**src/common/motorPkg.sv**
```systemverilog
package motorPkg;

    // period length and period counter width
    localparam int PWM_W = 12;

    // pulse lengths, sums, remainders and deficits share one width
    localparam int LEN_W = 16;

    // step index, 12 commutation steps per electrical turn
    localparam int STEP_W = 4;
    localparam int STEP_COUNT = 12;

    // step-length counter, wide enough for long steps at 10 MHz
    localparam int SLICE_W = 25;

    // shortest gate pulse the power stage can follow, 25.6 us at 10 MHz
    localparam logic [LEN_W-1:0] MIN_ON = 16'd256;

    // step in which each phase is gated by its neighbour, indexed by phase
    // phase 0 in step 6, phase 1 in step 11, phase 2 in step 0
    localparam logic [2:0][STEP_W-1:0] GATE_STEP = {4'd0, 4'd11, 4'd6};

    // register port
    localparam int ADDR_W = 3;
    localparam int DATA_W = 25;

    localparam logic [ADDR_W-1:0] ADDR_PERIOD = 3'd0;
    localparam logic [ADDR_W-1:0] ADDR_STEPLEN = 3'd1;
    localparam logic [ADDR_W-1:0] ADDR_LEN_A = 3'd2;
    localparam logic [ADDR_W-1:0] ADDR_LEN_B = 3'd3;
    localparam logic [ADDR_W-1:0] ADDR_LEN_C = 3'd4;

    // deficit addresses are read only
    localparam logic [ADDR_W-1:0] ADDR_DEF_A = 3'd5;
    localparam logic [ADDR_W-1:0] ADDR_DEF_B = 3'd6;
    localparam logic [ADDR_W-1:0] ADDR_DEF_C = 3'd7;

    // register values after reset
    localparam logic [PWM_W-1:0] PERIOD_RST = 12'd511;
    localparam logic [SLICE_W-1:0] STEPLEN_RST = 25'd20000;

endpackage
```
**src/hw/motorDrive.sv**
```systemverilog
`timescale 1ns/1ps

module motorDrive (
    input  logic                          clk,
    input  logic                          arstN,
    input  logic                          wrEn,
    input  logic [motorPkg::ADDR_W-1:0]   addr,
    input  logic [motorPkg::DATA_W-1:0]   wrData,
    output logic [motorPkg::DATA_W-1:0]   rdData,
    output logic                          pwmA,
    output logic                          pwmB,
    output logic                          pwmC,
    output logic [motorPkg::STEP_W-1:0]   stepIdx
);

    logic [motorPkg::PWM_W-1:0]   periodLen;
    logic [motorPkg::SLICE_W-1:0] stepLen;
    logic [motorPkg::LEN_W-1:0]   plLenA;
    logic [motorPkg::LEN_W-1:0]   plLenB;
    logic [motorPkg::LEN_W-1:0]   plLenC;
    logic [motorPkg::LEN_W-1:0]   deficitA;
    logic [motorPkg::LEN_W-1:0]   deficitB;
    logic [motorPkg::LEN_W-1:0]   deficitC;
    logic [motorPkg::LEN_W-1:0]   sumA;
    logic [motorPkg::LEN_W-1:0]   sumB;
    logic [motorPkg::LEN_W-1:0]   sumC;
    logic                         sliceStart;
    logic                         stepEnd;

    motorRegs i_motorRegs (
        .clk, .arstN, .wrEn, .addr, .wrData, .rdData,
        .periodLen, .stepLen, .plLenA, .plLenB, .plLenC,
        .deficitA, .deficitB, .deficitC
    );

    stepSequencer i_stepSequencer (
        .clk, .arstN, .stepLen, .sliceStart, .stepEnd, .stepIdx
    );

    // the sums form a ring, next runs A to B to C to A and prev runs backwards
    pwmGenerator #(.phase(0)) i_pwmGenA (
        .clk, .arstN, .periodLen, .plLen(plLenA), .sliceStart, .stepEnd, .stepIdx,
        .sumNext(sumB), .sumPrev(sumC), .sumOut(sumA), .pwm(pwmA), .deficit(deficitA)
    );

    pwmGenerator #(.phase(1)) i_pwmGenB (
        .clk, .arstN, .periodLen, .plLen(plLenB), .sliceStart, .stepEnd, .stepIdx,
        .sumNext(sumC), .sumPrev(sumA), .sumOut(sumB), .pwm(pwmB), .deficit(deficitB)
    );

    pwmGenerator #(.phase(2)) i_pwmGenC (
        .clk, .arstN, .periodLen, .plLen(plLenC), .sliceStart, .stepEnd, .stepIdx,
        .sumNext(sumA), .sumPrev(sumB), .sumOut(sumC), .pwm(pwmC), .deficit(deficitC)
    );

endmodule

```
**src/hw/motorRegs.sv**
```systemverilog
`timescale 1ns/1ps

module motorRegs (
    input  logic                          clk,
    input  logic                          arstN,
    input  logic                          wrEn,
    input  logic [motorPkg::ADDR_W-1:0]   addr,
    input  logic [motorPkg::DATA_W-1:0]   wrData,
    output logic [motorPkg::DATA_W-1:0]   rdData,
    output logic [motorPkg::PWM_W-1:0]    periodLen,
    output logic [motorPkg::SLICE_W-1:0]  stepLen,
    output logic [motorPkg::LEN_W-1:0]    plLenA,
    output logic [motorPkg::LEN_W-1:0]    plLenB,
    output logic [motorPkg::LEN_W-1:0]    plLenC,
    input  logic [motorPkg::LEN_W-1:0]    deficitA,
    input  logic [motorPkg::LEN_W-1:0]    deficitB,
    input  logic [motorPkg::LEN_W-1:0]    deficitC
);

    // writes keep only the low bits that fit each field
    always_ff @(posedge clk or negedge arstN) begin
        if (!arstN) begin
            periodLen <= motorPkg::PERIOD_RST;
            stepLen   <= motorPkg::STEPLEN_RST;
            plLenA    <= '0;
            plLenB    <= '0;
            plLenC    <= '0;
        end
        else if (wrEn) begin
            case (addr)
                motorPkg::ADDR_PERIOD:  periodLen <= wrData[motorPkg::PWM_W-1:0];
                motorPkg::ADDR_STEPLEN: stepLen   <= wrData[motorPkg::SLICE_W-1:0];
                motorPkg::ADDR_LEN_A:   plLenA    <= wrData[motorPkg::LEN_W-1:0];
                motorPkg::ADDR_LEN_B:   plLenB    <= wrData[motorPkg::LEN_W-1:0];
                motorPkg::ADDR_LEN_C:   plLenC    <= wrData[motorPkg::LEN_W-1:0];
                default: begin
                    // deficit addresses ignore writes
                end
            endcase
        end
    end

    // readback is zero-extended, unused addresses read as 0
    always_comb begin
        rdData = '0;
        case (addr)
            motorPkg::ADDR_PERIOD:  rdData[motorPkg::PWM_W-1:0]   = periodLen;
            motorPkg::ADDR_STEPLEN: rdData[motorPkg::SLICE_W-1:0] = stepLen;
            motorPkg::ADDR_LEN_A:   rdData[motorPkg::LEN_W-1:0]   = plLenA;
            motorPkg::ADDR_LEN_B:   rdData[motorPkg::LEN_W-1:0]   = plLenB;
            motorPkg::ADDR_LEN_C:   rdData[motorPkg::LEN_W-1:0]   = plLenC;
            motorPkg::ADDR_DEF_A:   rdData[motorPkg::LEN_W-1:0]   = deficitA;
            motorPkg::ADDR_DEF_B:   rdData[motorPkg::LEN_W-1:0]   = deficitB;
            motorPkg::ADDR_DEF_C:   rdData[motorPkg::LEN_W-1:0]   = deficitC;
            default:                rdData = '0;
        endcase
    end

endmodule

```
**src/pwm/pwmGenerator.sv**
```systemverilog
`timescale 1ns/1ps

module pwmGenerator #(
    parameter int phase = 0
) (
    input  logic                          clk,
    input  logic                          arstN,
    input  logic [motorPkg::PWM_W-1:0]    periodLen,
    input  logic [motorPkg::LEN_W-1:0]    plLen,
    input  logic                          sliceStart,
    input  logic                          stepEnd,
    input  logic [motorPkg::STEP_W-1:0]   stepIdx,
    input  logic [motorPkg::LEN_W-1:0]    sumNext,
    input  logic [motorPkg::LEN_W-1:0]    sumPrev,
    output logic [motorPkg::LEN_W-1:0]    sumOut,
    output logic                          pwm,
    output logic [motorPkg::LEN_W-1:0]    deficit
);

    logic [motorPkg::PWM_W-1:0] periodCnt;
    logic                       reload;
    logic                       reloadQ;
    logic                       accTick;

    logic [motorPkg::LEN_W-1:0] remainder;
    logic [motorPkg::LEN_W-1:0] sum;
    logic [motorPkg::LEN_W-1:0] pulseCnt;
    logic                       ownGate;
    logic                       nextGate;
    logic                       gateOk;
    logic                       load;

    logic [motorPkg::LEN_W-1:0] wantAcc;
    logic [motorPkg::LEN_W-1:0] realAcc;
    logic [motorPkg::LEN_W-1:0] wantNow;
    logic [motorPkg::LEN_W-1:0] realNow;

    // period counter, held at reload while nothing is requested
    assign reload = sliceStart
                  | (periodCnt == motorPkg::PWM_W'(1))
                  | (plLen == '0);

    always_ff @(posedge clk or negedge arstN) begin
        if (!arstN) begin
            periodCnt <= '0;
            reloadQ   <= 1'b0;
        end
        else begin
            reloadQ <= reload;
            if (reload) begin
                periodCnt <= periodLen;
            end
            else begin
                periodCnt <= periodCnt - 1'b1;
            end
        end
    end

    // one tick per period, on the first cycle that follows a run of reloads
    assign accTick = reloadQ & ~reload;

    assign sum    = remainder + plLen;
    assign sumOut = sum;

    // in its own gated step a phase defers to the next phase, and in the next
    // phase's gated step it defers to the previous one
    assign ownGate  = (stepIdx == motorPkg::GATE_STEP[phase]);
    assign nextGate = (stepIdx == motorPkg::GATE_STEP[(phase + 1) % 3]);

    always_comb begin
        if (ownGate) begin
            gateOk = (sum <= sumNext);
        end
        else if (nextGate) begin
            gateOk = (sum <= sumPrev);
        end
        else begin
            gateOk = 1'b1;
        end
    end

    // sums shorter than the minimum on-time carry over to the next period
    assign load = accTick & gateOk & (sum >= motorPkg::MIN_ON);

    always_ff @(posedge clk or negedge arstN) begin
        if (!arstN) begin
            remainder <= '0;
        end
        else if (stepEnd) begin
            remainder <= '0;
        end
        else if (accTick) begin
            if (load) begin
                remainder <= '0;
            end
            else begin
                remainder <= sum;
            end
        end
    end

    // a new load restarts the pulse, so merged periods give one long run
    always_ff @(posedge clk or negedge arstN) begin
        if (!arstN) begin
            pulseCnt <= '0;
        end
        else if (load) begin
            pulseCnt <= sum;
        end
        else if (pulseCnt != '0) begin
            pulseCnt <= pulseCnt - 1'b1;
        end
    end

    assign pwm = (pulseCnt != '0);

    // wanted and delivered on-time over the step, including its last cycle
    always_comb begin
        wantNow = wantAcc;
        if (accTick) begin
            wantNow = wantAcc + plLen;
        end
        realNow = realAcc + motorPkg::LEN_W'(pwm);
    end

    always_ff @(posedge clk or negedge arstN) begin
        if (!arstN) begin
            wantAcc <= '0;
            realAcc <= '0;
            deficit <= '0;
        end
        else if (stepEnd) begin
            deficit <= wantNow - realNow;
            wantAcc <= '0;
            realAcc <= '0;
        end
        else begin
            wantAcc <= wantNow;
            realAcc <= realNow;
        end
    end

endmodule

```
**src/hw/stepSequencer.sv**
```systemverilog
`timescale 1ns/1ps

module stepSequencer (
    input  logic                          clk,
    input  logic                          arstN,
    input  logic [motorPkg::SLICE_W-1:0]  stepLen,
    output logic                          sliceStart,
    output logic                          stepEnd,
    output logic [motorPkg::STEP_W-1:0]   stepIdx
);

    logic [motorPkg::SLICE_W-1:0] stepCnt;
    logic [motorPkg::SLICE_W-1:0] stepLenEff;
    logic                         lastStep;

    // a step of fewer than 3 cycles would merge sliceStart and stepEnd
    always_comb begin
        if (stepLen < motorPkg::SLICE_W'(2)) begin
            stepLenEff = motorPkg::SLICE_W'(2);
        end
        else begin
            stepLenEff = stepLen;
        end
    end

    // the counter runs from 0 up to stepLenEff, so a step lasts stepLenEff+1 cycles
    always_ff @(posedge clk or negedge arstN) begin
        if (!arstN) begin
            stepCnt <= '0;
        end
        else if (stepEnd) begin
            stepCnt <= '0;
        end
        else begin
            stepCnt <= stepCnt + 1'b1;
        end
    end

    // sliceStart forces every period counter to reload one cycle before the
    // step ends, so each generator sees an accumulate tick on the stepEnd cycle
    assign sliceStart = (stepCnt == stepLenEff - 1'b1);

    // >= keeps the counter from running away if stepLen shrinks mid-step
    assign stepEnd = (stepCnt >= stepLenEff);

    assign lastStep = (stepIdx == motorPkg::STEP_W'(motorPkg::STEP_COUNT - 1));

    always_ff @(posedge clk or negedge arstN) begin
        if (!arstN) begin
            stepIdx <= '0;
        end
        else if (stepEnd) begin
            if (lastStep) begin
                stepIdx <= '0;
            end
            else begin
                stepIdx <= stepIdx + 1'b1;
            end
        end
    end

endmodule

```
**config.mk**
```make
export PLATFORM = sky130hd
export DESIGN_NAME = motorDrive
export DESIGN_NICKNAME = d
export VERILOG_FILES = /design/src/common/motorPkg.sv /design/src/hw/motorDrive.sv /design/src/hw/motorRegs.sv /design/src/pwm/pwmGenerator.sv /design/src/hw/stepSequencer.sv
export SDC_FILE = /design/constraint.sdc
export NUM_CORES = 1
export LEC_CHECK = 0
export BUFFER_PORTS_ARGS = -buffer_cell sky130_fd_sc_hd__buf_2
export CAP_MARGIN = 20
export CORE_UTILIZATION = 35
export DETAILED_ROUTE_END_ITERATION = 8
export PLACE_DENSITY_LB_ADDON = 0.2
export SKIP_LAST_GASP = 1
export SLEW_MARGIN = 20
export SYNTH_ARGS = -nofsm -noshare
export SYNTH_HDL_FRONTEND = slang
export SYNTH_SLANG_ARGS = --single-unit
export TNS_END_PERCENT = 100
```
**constraint.sdc**
```tcl
create_clock -name clk -period 8.8 [get_ports clk]
set_input_delay 1.32 -clock clk [delete_from_list [all_inputs] [get_ports clk]]
set_output_delay 1.32 -clock clk [all_outputs]
set_load 0.02 [all_outputs]
```
==> flow_summary_export.csv <==
group,metric,value,unit
min_path,holdCritPathClass,"reg -> reg",
route,ant_nets,0,
power_and_ir_drop,vdd_drop_max,0.179,mV
cts,numCtsBuffers,47,
place,dp_slack,1.23,ns
synthesis,seq_area_frac_synth,36.3,%
synthesis,synthMuxAreaShare,4.95,%
synthesis,yosysWarnings,0,
synthesis,synthSimpleGateAreaFrac,18.2,%
synthesis,synth-seq-cells,393,
cts,cts.clk_slew.worst_paths,0.06,ns
cts,clk_latency,0.61,ns
route,vias,23100,
timing,rsz0062_at_grt,"no",
route,drt-total-wl,91.2,mm
cells_and_area,stdcell_count,4098,
grt,grt.overflow.total,0,
floorplanning,rows,101,
cts,cts_setup_buffers,0,
floorplanning,ioPinCount,63,
run,maxCapViolations,0,
timing,fin_crit_sh,88.0,%
synthesis,synth_edf_count,0,
timing,fin_crit,7.74,ns
setup_path,criticalPathCategory,"reg -> reg",
power_and_ir_drop,p_per_area,321,mW/mm²
setup_path,critPathLaunchType,"register",
floorplanning,dieArea,0.0786,mm²
synthesis,syn_nets,3248,
timing,maxSlewViolCount,0,
route,routedWlPerCell,22.2,µm
power_and_ir_drop,p_leak,13.9,nW
place,hpwlAfterDp,68.9,mm
grt,track_usage,23.3,%
floorplanning,initial_core_util,35.5,%
cells_and_area,post-route-util,39.8,%
cts,holdBufCountCts,0,
cts,ctsResizeCount,0,
route,drc,0,
setup_path,arrival,8.22,ns
cells_and_area,final_nets,3290,
setup_path,crit_fanout,20,
synthesis,synth_top_family_by_area,"simple AND/OR/NAND/NOR gates",
floorplanning,coreArea,0.0763,mm²
synthesis,syn_area_per_cell,9.08,µm²
cells_and_area,biggestRegsByFlops,"i_motorRegs.stepLen x25, i_stepSequencer.stepCnt x25",
synthesis,ys.flop_type,"dfrtp_1",
synthesis,synth-xor-area-share,9.11,%
cts,tritoncts,"built",
synthesis,synth_cells,2986,
cts,root_buffer,"clkbuf_16",
timing,maxSlewHeadroom,32.7,%
place,placed_cells,4009,
floorplanning,die_w,280,µm
grt,grt_max_degree,160,
timing,hold_viol,0,
place,port_buffers,62,
timing,setup_tns,0,ns
cts,cts_num_sinks,393,
grt,first_global_vias,22600,
route,vias_per_cell,5.63,
timing,finalSetupViolations,0,
setup_path,cp.required,9.28,ns
synthesis,synth_cell_type_count,87,
timing,fin_worst_skew,0.0359,ns
synthesis,async_reset_ff_share,100,%
setup_path,critPathCaptureType,"register",
cts,cts.path.max_buffers,3,
grt,grt_pass1_wl,140,mm
timing,post-route-worst-setup-slack,1.06,ns
timing,fmax,129,MHz
floorplanning,die_h,280,µm
cells_and_area,areaGrowthSynthToFinish,12.1,%
cts,htreeDepth,2,
cells_and_area,drive_above_1_share,10.4,%
route,drtIter0Drc,1665,
synthesis,synthAdderAreaFrac,10.9,%
timing,tightest_slew,1.01,ns
place,place.gp.congestion,0.930,
synthesis,netlist_area,0.0271,mm²
route,dr.pass1.iters,5,
synthesis,synth-compound-area-share,16.5,%
outcome,status,"finished clean",
grt,antenna_found_initial,12,
## synthesized netlist by cell type (68+ instances only)
cell type	number	area, µm²
xor2_1	99	867
nor2_1	307	1150
nor3_1	68	340
nand3_1	77	385
mux2_2	71	800
o21ai_0	135	676
dfrtp_1	379	9480
clkbuf_1	89	334
xnor2_1	183	1600
ha_1	222	2780
inv_1	172	646
nand2_1	253	950
a21oi_1	168	841
## cell type report
| type | count | area, µm² |
|---|---|---|
| fillers | 7604 | 45900 |
| multi-input cells | 2313 | 16200 |
| flip-flops and latches | 393 | 9850 |
| clock buffers | 63 | 1360 |
| well taps | 1030 | 1290 |
| inverters | 172 | 646 |
| repair buffers | 101 | 638 |
| clock inverters | 24 | 377 |
| diodes | 2 | 5.00 |
## through the flow
step                instance area (µm²)  total power, mW  hold slack (ns)
floorplan                         27100             6.08            0.438
global placement                  28600             7.43            0.456
detailed placement                28600             7.53            0.457
CTS                               30400             9.80            0.470
global route                      30400             10.5            0.507
finish                            30400             9.77            0.467
## metal layers
metal | part of all wire (%) | wire (µm) | up-vias | GRT usage, %
li1 | - | - | 10800 | -
met2 | 44 | 40400 | 663 | 36.1
met3 | 7.1 | 6450 | 107 | 4.36
met5 | 0.029 | 26 | - | 0
met1 | 47 | 42700 | 11500 | 33.6
met4 | 1.8 | 1660 | 4 | 5.11
## critical path, stage by stage (launching register included)
cell and delay (ns):
dfrtp_1 0.46, nor4_1 0.48, nand4_1 0.27, o21ai_0 0.36, ha_1 0.29, nor3b_4 0.44
and3_1 0.26, xnor2_1 0.08, or4_1 0.53, nor4_2 0.32, nand4_2 0.60, nand2_4 0.53
mux2i_1 0.32, ha_1 0.24, fa_1 0.22, nor2b_1 0.05, o21ai_0 0.15, nand2b_1 0.12
a31oi_1 0.22, inv_1 0.06, a21oi_1 0.15, inv_1 0.08, a2111oi_2 0.46, o31ai_1 0.15
a21o_1 0.22, a31oi_1 0.21, mux2i_1 0.23, nand3_1 0.09
## cells by family (layout without fill, tap and decap cells)
family          after synthesis  count (layout)
compound gates              671             671
xor+xnor                    282             282
other cells                   0               2
mux                         116             116
simple gates               1013            1013
flops                       393             393
fa+ha+maj                   231             231
buf+inv                     280             360
## placed cells by master, fill, tap and decap left out, types with 15 or more instances in the layout
cell       count
and2_1        19
a21o_1        49
mux2i_1       37
nor3_1        65
nand4_1       47
nand3_1       77
a211oi_1      15
a22o_1        49
o21bai_1      36
o21ai_0      135
mux2_2        71
o21a_1        28
a2111oi_0     15
a31oi_1       18
inv_1        172
ha_1         222
xnor2_1      183
buf_4         37
nand2_1      252
dfrtp_1      379
or4_1         15
and3_1        48
or3_1         27
buf_2         61
nor2_1       306
nand2b_1      22
nor4_1        50
a21oi_1      167
xor2_1        99
o31ai_1       43
nor2b_1       23
clkbuf_16     48
## where the power goes
part	total [mW]	switching (mW)	internal, mW	leakage, nW
Combinational	4.72	2.71	2.02	7.98
Clock	2.20	0.854	1.35	0.840
Sequential	2.84	0.569	2.27	5.04
Total	9.77	4.13	5.64	13.9
## worst paths after layout
path | from | to | slack, ns | cells past startpoint
max | i_motorRegs.stepLen[15]$_DFFE_PN0P_ | i_pwmGenA.deficit[14]$_DFFE_PN0P_ | 1.06 | 27
min | i_pwmGenA.deficit[3]$_DFFE_PN0P_ | i_pwmGenA.deficit[3]$_DFFE_PN0P_ | 0.47 | 2
max reg2reg | i_motorRegs.stepLen[15]$_DFFE_PN0P_ | i_pwmGenA.deficit[14]$_DFFE_PN0P_ | 1.06 | 27
min reg2reg | i_pwmGenA.deficit[3]$_DFFE_PN0P_ | i_pwmGenA.deficit[3]$_DFFE_PN0P_ | 0.47 | 2
max in group asynchronous | arstN | i_pwmGenC.realAcc[15]$_DFF_PN0_ | 6.64 | 2
min in group asynchronous | arstN | i_pwmGenB.realAcc[12]$_DFF_PN0_ | 0.74 | 1
Note: power is estimated with default switching activity, not from simulation.
